==> src/logic/rv_isa_pkg.sv <==
// RV64I encoding subset for this core only; funct values cover the supported instructions
package rv_isa_pkg;

    typedef logic [63:0] xlen_t;     // data word
    typedef logic [31:0] inst_t;     // instruction word
    typedef logic [4:0]  reg_idx_t;  // architectural register index

    typedef enum logic [6:0] {
        OP     = 7'b0110011,
        OP_IMM = 7'b0010011,
        LUI    = 7'b0110111,
        LOAD   = 7'b0000011,
        STORE  = 7'b0100011,
        BRANCH = 7'b1100011,
        JAL    = 7'b1101111,
        SYSTEM = 7'b1110011
    } opcode_t;

    localparam logic [2:0] F3_ADD_SUB = 3'b000;
    localparam logic [2:0] F3_SLT     = 3'b010;
    localparam logic [2:0] F3_XOR     = 3'b100;
    localparam logic [2:0] F3_OR      = 3'b110;
    localparam logic [2:0] F3_AND     = 3'b111;
    localparam logic [2:0] F3_DWORD   = 3'b011;  // ld / sd width
    localparam logic [2:0] F3_BEQ     = 3'b000;
    localparam logic [2:0] F3_BNE     = 3'b001;

    localparam logic [6:0] F7_BASE = 7'b0000000;
    localparam logic [6:0] F7_SUB  = 7'b0100000;

    localparam inst_t EBREAK = 32'h0010_0073;

endpackage

==> src/logic/fetch_stage.sv <==
// instruction memory is read combinationally; stall and redirect are never high together
`timescale 1ns/10ps

module fetch_stage #(
    parameter rv_isa_pkg::xlen_t RESET_PC = '0
) (
    input  logic              clk,
    input  logic              rst_n_i,
    input  logic              stall_i,
    input  logic              redirect_i,
    input  rv_isa_pkg::xlen_t redirect_pc_i,
    output rv_isa_pkg::xlen_t imem_addr_o,
    input  rv_isa_pkg::inst_t imem_rdata_i,
    input  logic              halt_i,
    output logic              id_valid_o,
    output rv_isa_pkg::xlen_t id_pc_o,
    output rv_isa_pkg::inst_t id_inst_o
);
    rv_isa_pkg::xlen_t pc_q;

    assign imem_addr_o = pc_q;

    always_ff @(posedge clk) begin
        if (!rst_n_i) begin
            pc_q       <= RESET_PC;
            id_valid_o <= 1'b0;
        end else if (halt_i) begin
            id_valid_o <= 1'b0;            // frozen for good
        end else if (redirect_i) begin
            pc_q       <= redirect_pc_i;
            id_valid_o <= 1'b0;            // squash the wrong-path slot
        end else if (!stall_i) begin
            pc_q       <= pc_q + 64'd4;
            id_valid_o <= 1'b1;
        end
    end

    // IF/ID payload, held while stalled
    always_ff @(posedge clk) begin
        if (!stall_i && !redirect_i) begin
            id_pc_o   <= pc_q;
            id_inst_o <= imem_rdata_i;
        end
    end
endmodule

==> config.mk <==
export PLATFORM = sky130hd
export DESIGN_NAME = fetch_stage
export DESIGN_NICKNAME = d
export VERILOG_FILES = /design/src/logic/rv_isa_pkg.sv /design/src/logic/fetch_stage.sv
export SDC_FILE = /design/constraint.sdc
export NUM_CORES = 1
export LEC_CHECK = 0
export BUFFER_PORTS_ARGS = -buffer_cell sky130_fd_sc_hd__buf_2
export CAP_MARGIN = 10
export CORE_ASPECT_RATIO = 1.25
export CORE_MARGIN = 2
export CORE_UTILIZATION = 50
export DETAILED_ROUTE_END_ITERATION = 10
export PLACE_DENSITY = 0.8
export SYNTH_ARGS = -nofsm -noshare
export SYNTH_HDL_FRONTEND = slang
export SYNTH_SLANG_ARGS = --single-unit
==> constraint.sdc <==
create_clock -name clk -period 8.9 [get_ports clk]
set_clock_uncertainty 0.2 [all_clocks]
set_input_delay 0.89 -clock clk [delete_from_list [all_inputs] [get_ports clk]]
set_output_delay 0.89 -clock clk [all_outputs]
set_load 0.01 [all_outputs]
Word level (Yosys, flattened, before mapping):

Index checks and enable logic that the tools add are counted.

* divide/modulo/power cells: 0
* muxes and demuxes: 2
* shift operators: 0
* bitwise logic cells: 2
* reduce and logical (&&, ||, !) cells: 5
* eq/ne operators: 1
* multiply operators: 0
* add/subtract/negate cells: 1
* order comparisons: 0

Operators with widths (number)
* $mux W64: 2
* $add A64 B3 Y64 const B: 1
* $reduce_or A3 Y1: 1
* $logic_not A1 Y1: 2
* $ne A2 B1 Y1 const B: 1
* $not A1 Y1: 2
* $reduce_and A2 Y1: 1
* $logic_and A1 B1 Y1: 1

* ROM bits: 0
* word-level logic and storage cells: 15
* flip-flop bits (word level): 161
* bits of input ports: 101
* latch bits: 0
* memory bits (writable): 0
* memories kept: 0
* output and inout bits: 161

Logic depth before layout (Yosys ltp):

Gate-level depths: netlist of the first run.

* depth after elaboration: 3
* depth in mapped cells: 8
* mapped depth without buffers: 6

Least setup slack after synthesis of the first run:

No wires, ideal clock.

* kind: input port to flip-flop
* from: in redirect_i
* to: reg pc_q[11], in the netlist imem_addr_o[11]
* stages: 5
* arrival time: 6308 ps
* path slack: 2274 ps
* data required time: 8581 ps
* cell sequence: clkbuf_1 > nor2_1 > nand3_1 > o22a_1 > o221a_2

* longest elaborated chain between the ends: 2
* elaborated cells between the ends (all ways): 3
* classes of those cells: 1 x eq/ne; 1 x mux; 1 x reduce/logical

Ends and longest elaborated chain
* start: declaration: line fetch_stage.sv:10 `input logic redirect_i,`
* $ne A2 B1 Y1 (no line)
* $reduce_and A2 Y1 (no line)
* end signal: assignment: line fetch_stage.sv:30 `pc_q <= redirect_pc_i;`
* end signal: assignment: line fetch_stage.sv:33 `pc_q <= pc_q + 64'd4;`
* end: declaration: line fetch_stage.sv:19 `rv_isa_pkg::xlen_t pc_q;`

Several ways; a longest one is shown, not always the timed one.
A chain may end at the register's enable or synchronous reset.

Worst setup path after layout of the first run:

* from: reg pc_q[2], in the netlist imem_addr_o[2]
* to: reg pc_q[50], in the netlist imem_addr_o[50]

* longest elaborated chain between the ends: 3

Ends and longest elaborated chain
* $add A64 B3 Y64: line fetch_stage.sv:33
* $mux W64: line fetch_stage.sv:32 `end else if (!stall_i) begin`
* $mux W64: line fetch_stage.sv:29 `end else if (redirect_i) begin`

No other way between the ends. The select of a mux whose other input is x is not followed.

==> results of run 1 <==
## layout by cell type, fill, tap and decap left out, types with 6 or more instances in the layout
cell type and n:
buf_2 261, edfxtp_1 96, nand2_1 68, dfxtp_1 65, nand3_1 48, nor2_1 47
a21oi_1 44, nor3_1 33, nand4_1 32, and3_1 23, o21ai_0 22, nor4_1 21
a31oi_1 20, clkbuf_16 17, a22oi_1 14, or3_1 11, buf_4 11, and4_1 10
mux2i_1 10, inv_1 8, or4_1 7, o22ai_1 7, o211ai_1 7, a211oi_1 7
o21a_1 6, o221a_2 6
## critical path: stages (launching register included)
cell and delay [ns]:
dfxtp_1 0.44, ha_1 0.25, nand3_1 0.20, or4_1 0.80, or4_1 0.91, or4_1 0.62
o211ai_1 0.09
## power by group through the flow
stage	sequential [mW]	combinational (mW)	clock, mW
after CTS	0.879	0.187	0.761
final	0.880	0.187	0.753
after floorplan	0.906	0.0807	0
after global placement	0.894	0.182	0
after global routing	0.885	0.203	0.794
after detailed placement	0.895	0.186	0
## per-layer routing
layer | global-route usage [%] | share of wire [%] | up-vias
met1 | 34.1 | 37 | 3428
met3 | 5.03 | 9.3 | 55
met5 | 0 | 0 | -
met4 | 12.7 | 2.7 | 0
li1 | - | - | 3389
met2 | 49.5 | 51 | 464
## synth_stat cells (11+ instances only)
library cell	number	area [um2]
o21ai_0	22	110
clkbuf_1	48	180
nand3_1	48	240
nand4_1	32	200
edfxtp_1	96	2880
nor2_1	49	184
dfxtp_1	65	1300
or3_1	11	68.8
and3_1	23	144
nor3_1	33	165
a21oi_1	44	220
a31oi_1	20	125
nand2_1	68	255
a22oi_1	14	105
nor4_1	21	131
## worst paths after layout
kind | slack (ns) | cells after the start | startpoint | endpoint
setup / recovery | 5.32 | 6 | imem_addr_o[2] | imem_addr_o[50]
hold / removal | 0.28 | 0 | imem_addr_o[0] | id_pc_o[0]
setup reg to reg | 5.32 | 6 | imem_addr_o[2] | imem_addr_o[50]
hold reg to reg | 0.28 | 0 | imem_addr_o[0] | id_pc_o[0]
## logic make-up (layout without fill, tap and decap cells)
family | after synthesis | in the layout | synth area share, %
and+or+nand+nor | 329 | 329 | 23.0
DFF | 161 | 161 | 55.6
AOI/OAI and AO/OA | 182 | 182 | 16.7
adders and majority gates | 1 | 1 | 0.166
muxes | 10 | 10 | 1.33
buffers and inverters | 64 | 313 | 3.21
## final cells by class
class,instances,share of cell area [%]
clock inverter,15,1.91
timing repair buffer,272,14.5
clock buffer,17,4.45
sequential,161,43.8
multi-input combinational,522,32.5
inverter,9,0.354
tap,182,2.38
## sequential cells by signal, indices dropped and copies added (netlist names)
| register | cells |
|---|---|
| id_inst_o | 32 |
| id_pc_o | 64 |
| id_valid_o | 1 |
| imem_addr_o | 64 |
## through the flow
| step | hold WS [ns] | power [mW] | area, um2 | setup WS (ns) | instances |
|---|---|---|---|---|---|
| floorplan | 0.290 | 0.987 | 7520 | 2.27 | 747 |
| global placement | 0.264 | 1.08 | 8940 | 5.04 | 1146 |
| detailed placement | 0.264 | 1.08 | 8940 | 4.98 | 1146 |
| CTS | 0.279 | 1.83 | 9550 | 5.34 | 1178 |
| global route | 0.295 | 1.88 | 9550 | 5.13 | 1178 |
| finish | 0.278 | 1.82 | 9550 | 5.32 | 1178 |
==> results.cfg, run 1 <==
[worst_setup_path]
path_class = reg2reg
required_ns = 9.06
crit_path_end_kind = flip-flop
start_kind = flip-flop
crit_fanout = 15
arrival_ns = 3.74

[finish]
ff_latch_area_mm2 = 0.00418
nets = 1085
multi_input_area_mm2 = 0.00311
num_antenna_cells = 0
area_growth_pct = 27.0
final_util_pct = 64.4
n_fill_cell = 1239
drive_gt1_share_pct = 32.2

[hold_path]
hp-class = reg2reg

[synth]
synth_flop_cell = edfxtp_1
syn_nets = 849
async_reset_ff_share_pct = 0
synth_edf_count = 96
ys_warn_count = 0
avgSynthCellArea_um2 = 10.1
synth.distinct_cells = 60
synth_cells = 747
synth_area_mm2 = 0.00752
ys_seq_area_share_pct = 55.6
ys_ff_latch = 161

[clocking]
cts_tree = built
insertion_delay_ns = 0.43
cts_repair_resize_count = 0
holdBufCountCts = 0
cts-root-buf = clkbuf_16
htreeDepth = 4
clock_path_buffers = 2
cts.clk_slew.worst_paths_ns = 0.07
cts_setup_buffers = 0
cts_sinks = 161
cts_buffers = 17

[global_routing]
first_global_vias = 6912
grt_first_pass_wirelength_mm = 35.8
grt_max_degree = 71
grt_use_total_pct = 28.4
grt_overflow = 0
antenna_found_initial = 0

[sta]
fmax_mhz = 279
tns_ns = 0
finalCritPeriodShare_pct = 40.2
fin_crit_ns = 3.58
setup_viol = 0
relSlewSlack_pct = 22.7
tightest_slew_ns = 1.15
slew_viol_final = 0
hold_viol = 0
grt_setup_unrepaired = false

[route]
drt_iter0_markers = 789
ant_nets = 0
drc = 0
wl_per_cell_um = 19.8
drtPass1Iterations = 5
drt-total-wl_mm = 23.3
num_vias = 7336
avgViaCountPerCell = 6.23

[placed_design]
port_buffers = 261
gp_congestion = 0.893
hpwlAfterDp_mm = 16.0

[power_and_ir_drop]
p_leak_nw = 3.80
seqPwrFrac_pct = 48.3
vdd_drop_max_uv = 103
swShare_pct = 25.4
power.switching_mw = 0.462
internal_power_mw = 1.36
clkPwrFrac_pct = 41.4
pwr_density_cell_mw_per_mm2 = 191
combPwrFrac_pct = 10.3

[floorplanning]
fp.dieW_um = 114
die_area_mm2 = 0.0160
core-area_mm2 = 0.0148
initial_core_util_pct = 50.7
rows = 50
fp.dieH_um = 141
pin_count = 262

[run]
drv_cap = 0

[outcome]
status = finished, final reports clean
Power figures use the tool's default switching activity.
==> inputs of run 2 (changes only) <==
==> constraint.sdc (replaced) <==
create_clock -name clk -period 3.7 [get_ports clk]
set_clock_uncertainty 0.2 [all_clocks]
set_input_delay 0.37 -clock clk [delete_from_list [all_inputs] [get_ports clk]]
set_output_delay 0.37 -clock clk [all_outputs]
set_load 0.01 [all_outputs]
==> run 2 against run 1 <==
Non-clock buffer count rose by 44. Register-to-register slack got worse by 4.9 ns. Flip-flop and latch count did not move. Setup slack got worse by 4.9 ns. Worst hold slack got worse by 0.27 ns. Global-route usage rose by 0.97 points. Sequential power rose by 140%. Maximum frequency rose by 8.7%. First-iteration DRC count rose by 1.9%. Critical path depth did not move. Die area did not move. Largest cell class unchanged. Clock power rose by 140%.
==> results.cfg, run 2 (synthesis gave the netlist of run 1 again) <==
[worst_setup_path]
crit_path_end_kind = flip-flop
arrival_ns = 3.45
required_ns = 3.85
critPathLaunch = imem_addr_o[2]
start_kind = flip-flop
crit_fanout = 15
r2r-start = imem_addr_o[2]
path_class = reg2reg

[power_and_ir_drop]
p_total_mw = 4.42
clkPwrFrac_pct = 41.2
combPwrFrac_pct = 11.1
p_leak_nw = 3.98
vdd_drop_max_uv = 294
swShare_pct = 25.6
pwr_density_cell_mw_per_mm2 = 444
seqPwrFrac_pct = 47.8
power.switching_mw = 1.13
internal_power_mw = 3.29

[sta]
relSlewSlack_pct = 37.8
setup_viol = 0
tns_ns = 0
fmax_mhz = 304
slew_viol_final = 0
grt_setup_unrepaired = false
fin_crit_ns = 3.29
hold_viol = 0
timing.hold.ws_ns = 0.00550
finalCritPeriodShare_pct = 89.1
tightest_slew_ns = 0.930
worst_slack_ns = 0.405

[global_routing]
first_global_vias = 7076
grt_max_degree = 67
antenna_found_initial = 1
grt_use_total_pct = 29.3
grt_first_pass_wirelength_mm = 36.6
grt_overflow = 0

[route]
avgViaCountPerCell = 6.21
ant_nets = 0
wl_per_cell_um = 19.9
drt_iter0_markers = 804
drtPass1Iterations = 5
num_vias = 7582
drc = 0
drt-total-wl_mm = 24.3

[placed_design]
dp.cells = 1155
post_dp_cell_area_mm2 = 0.00901
dp_worst_setup_slack_ns = 0.444
hpwlAfterDp_mm = 16.2
port_buffers = 261
gp_congestion = 0.905

[floorplanning]
die_area_mm2 = 0.0160
fp.dieW_um = 114
rows = 50
core-area_mm2 = 0.0148
pin_count = 262
initial_core_util_pct = 50.7
fp.dieH_um = 141

[finish]
post-route-cell-area_mm2 = 0.00996
stdcell_count = 1221
final_cell_mix = buf_2, edfxtp_1, nand2_1
layout_commonest_cell = buf_2
n_fill_cell = 1174
nets = 1129
area_growth_pct = 32.5
final_util_pct = 67.2
drive_gt1_share_pct = 31.8
num_antenna_cells = 0

[clocking]
cts_repair_resize_count = 0
cts.clk_slew.worst_paths_ns = 0.07
cts_buffers = 17
cts_setup_buffers = 0
htreeDepth = 4
cts-root-buf = clkbuf_16
cts_sinks = 161
holdBufCountCts = 35
cts_tree = built
clock_path_buffers = 2
insertion_delay_ns = 0.44

[outcome]
status = finished, final reports clean

[hold_path]
hp-class = in2reg
worstHoldStart = redirect_pc_i[51]

[run]
drv_cap = 0
run 2: cell types whose count changed in the layout (fill, tap and decap cells not counted):
cell	change
clkinv_1	-1
dlygate4sd3_1	+35
clkinvlp_4	+2
buf_4	+9
clkinv_4	-1
clkinv_2	-1
run 2: layout make-up:
| type | instances | area [um2] | area share [%] |
|---|---|---|---|
| clock buffers | 17 | 425 | 4.27 |
| clock inverters | 14 | 180 | 1.81 |
| inverters | 9 | 33.8 | 0.339 |
| multi-input cells | 522 | 3110 | 31.2 |
| flip-flops and latches | 161 | 4180 | 42.0 |
| well taps | 182 | 228 | 2.29 |
| repair buffers | 316 | 1810 | 18.1 |
run 2: final timing paths:
path	end	slack, ns	depth (start not counted)
setup / recovery	imem_addr_o[50]	0.41	6
hold reg to reg	id_pc_o[1]	0.27	0
setup reg to reg	imem_addr_o[50]	0.41	6
hold / removal	imem_addr_o[51]	0.006	3
run 2: power groups by stage:
stage / logic (mW) / clock network (mW) / registers, mW
2_1_floorplan: 0.195 / 0 / 2.17
3_3_place_gp: 0.446 / 0 / 2.14
3_5_place_dp: 0.452 / 0 / 2.15
4_1_cts: 0.484 / 1.83 / 2.11
5_1_grt: 0.528 / 1.91 / 2.13
6_report: 0.490 / 1.82 / 2.11
run 2: worst max-delay path, stage by stage (launching register included):
cell and delay (ns):
dfxtp_1 0.44, ha_1 0.25, nand3_1 0.18, or4_1 0.59, or4_1 0.83, or4_1 0.62
o211ai_1 0.09
run 2: routing by layer:
metal  routed length, um  vias to the layer above  GRT usage [%]
met2               11800                      482           49.6
met5                   0                        -              0
met1                9200                     3537           35.1
li1                    -                     3480              -
met3                2360                       83           7.14
met4                 936                        0           13.7
==> inputs of run 3 (changes only) <==
--- a/config.mk
+++ b/config.mk
@@ -9,9 +9,8 @@
 export CAP_MARGIN = 10
 export CORE_ASPECT_RATIO = 1.25
 export CORE_MARGIN = 2
-export CORE_UTILIZATION = 50
+export CORE_UTILIZATION = 30
 export DETAILED_ROUTE_END_ITERATION = 10
-export PLACE_DENSITY = 0.8
 export SYNTH_ARGS = -nofsm -noshare
 export SYNTH_HDL_FRONTEND = slang
 export SYNTH_SLANG_ARGS = --single-unit
==> constraint.sdc (replaced) <==
create_clock -name clk -period 4.19 [get_ports clk]
set_clock_uncertainty 0.2 [all_clocks]
set_input_delay 0.419 -clock clk [delete_from_list [all_inputs] [get_ports clk]]
set_output_delay 0.419 -clock clk [all_outputs]
set_load 0.01 [all_outputs]
==> run 3 against run 2 <==
Flip-flop and latch count is the same. Non-clock buffer count shrank 6. Total power shrank 14%. Largest power group unchanged. Highest routed layer unchanged.
==> results.cfg, run 3 (synthesis gave the netlist of run 1 again) <==
[floorplanning]
initial_core_util_pct = 30.6
core-area_mm2 = 0.0246
rows = 64
fp.dieH_um = 181
fp.dieW_um = 146
pin_count = 262
die_area_mm2 = 0.0264

[worst_setup_path]
r2r-start = imem_addr_o[2]
required_ns = 4.35
path_class = reg2reg
crit_slowest_cell = or4_1
slowest_delay_ns = 0.89
crit_path_end_kind = flip-flop
crit_buf_inv = 0
critPathTopFamily = simple AND/OR/NAND/NOR gates
cp_cell_sequence = ha_1 -> nand3_1 -> or4_1 -> or4_1 -> or4_1 -> o211ai_1
rrSetupSlack_ns = 0.65
start_kind = flip-flop
r2r_end = imem_addr_o[50]
arrival_ns = 3.70
ff2ff_path_depth = 6
crit_top_cell = or4_1
crit_fanout = 15

[run]
drv_cap = 0

[sta]
tightest_slew_ns = 1.13
setup_viol = 0
slew_viol_final = 0
fmax_mhz = 283
grt_setup_unrepaired = false
fin_crit_ns = 3.54
hold_viol = 0
finalCritPeriodShare_pct = 84.4
relSlewSlack_pct = 23.8
tns_ns = 0

[finish]
layout_commonest_cell = buf_2
area_growth_pct = 34.0
final_cell_mix = buf_2, edfxtp_1, nand2_1
drive_gt1_share_pct = 31.6
n_fill_cell = 2495
nets = 1123

[global_routing]
grt_first_pass_wirelength_mm = 40.7
grt_use_total_pct = 19.9
grt_max_degree = 63
busiest_layer = met2
first_global_vias = 6914
grt_overflow = 0
grtUsageMet3_pct = 4.37
gr-usage-met2_pct = 33.9
grtUsageMet1_pct = 24.9
antenna_found_initial = 1

[clocking]
cts_tree = built
cts_setup_buffers = 0
clock_path_buffers = 2
cts_buffers = 17
insertion_delay_ns = 0.44
cts.clk_slew.worst_paths_ns = 0.07
cts_sinks = 161
htreeDepth = 4
cts-root-buf = clkbuf_16

[route]
drc = 0
ant_nets = 0
num_vias = 7295
drt_iter0_markers = 643
drt-total-wl_mm = 26.4
drtPass1Iterations = 5
wl_per_cell_um = 19.4
avgViaCountPerCell = 5.34

[placed_design]
gp_congestion = 0.835
port_buffers = 261
hpwlAfterDp_mm = 18.7

[power_and_ir_drop]
p_leak_nw = 3.94
vdd_drop_max_uv = 261
pwr_density_cell_mw_per_mm2 = 378
p_total_mw = 3.81

[outcome]
status = finished, final reports clean

[hold_path]
worstHoldStart = redirect_pc_i[0]
hold-path-cell-count = 3
min_to = imem_addr_o[0]
hp-class = in2reg
run 3: cell types whose count changed in the layout (fill, tap and decap cells not counted), sizes merged:
cell	change
buf	-3
bufinv	-3
clkbuf	+5
clkinv	-2
clkinvlp	+1
diode	+1
dlygate4sd3	-3
run 3: routing by layer:
layer  up-vias  share of wire, %
li1       3465                 -
met1      3502                42
met4         0               2.0
met3        34               6.1
met5         -                 0
met2       294                50
run 3: what timing repair did:
item	4_1_cts	5_1_grt
endpoints found under the hold margin	32	0
hold buffers	32	0
gates resized for setup	0	0
setup endpoints to repair	0	0
run 3: worst max path at each step:
stage | startpoint | endpoint | slack [ns] | depth (start not counted)
after global routing | imem_addr_o[2] | imem_addr_o[50] | 0.51 | 6
after CTS | imem_addr_o[2] | imem_addr_o[50] | 0.64 | 6
after detailed placement | imem_addr_o[2] | imem_addr_o[50] | 0.66 | 6
after global placement | imem_addr_o[2] | imem_addr_o[50] | 0.73 | 6
after floorplan | redirect_i | imem_addr_o[11] | 1.03 | 5
final | imem_addr_o[2] | imem_addr_o[50] | 0.65 | 6
run 3: worst min-delay path: stages:
cell and delay [ns]:
buf_2 0.09, nand2_1 0.04, a21oi_1 0.05
run 3: where the power goes:
group          internal, mW  leakage (nW)  switching (mW)
registers              1.77          1.46          0.0934
logic                 0.186          2.21           0.243
clock network         0.847         0.270           0.667
run 3: area by class of cell:
| type | instances | area [um2] | share of cell area, % |
|---|---|---|---|
| repair buffers | 310 | 1770 | 17.5 |
| inverters | 9 | 33.8 | 0.335 |
| diodes | 1 | 2.50 | 0.0248 |
| multi-input cells | 522 | 3110 | 30.8 |
| clock buffers | 22 | 497 | 4.93 |
| well taps | 330 | 413 | 4.10 |
| clock inverters | 10 | 71.3 | 0.708 |
| flip-flops and latches | 161 | 4180 | 41.5 |
run 3: through the flow:
step / util, % / area (um2) / hold slack (ns) / std cells / worst slack (ns)
floorplan: - / 7530 / 0.290 / 747 / 1.03
global placement: 37.4 / 9180 / 0.238 / 1300 / 0.732
detailed placement: 37.4 / 9180 / 0.249 / 1300 / 0.664
CTS: 41.0 / 10100 / 0.00703 / 1364 / 0.637
global route: 41.0 / 10100 / 0.0308 / 1365 / 0.506
finish: 41.0 / 10100 / 0.0254 / 1365 / 0.653
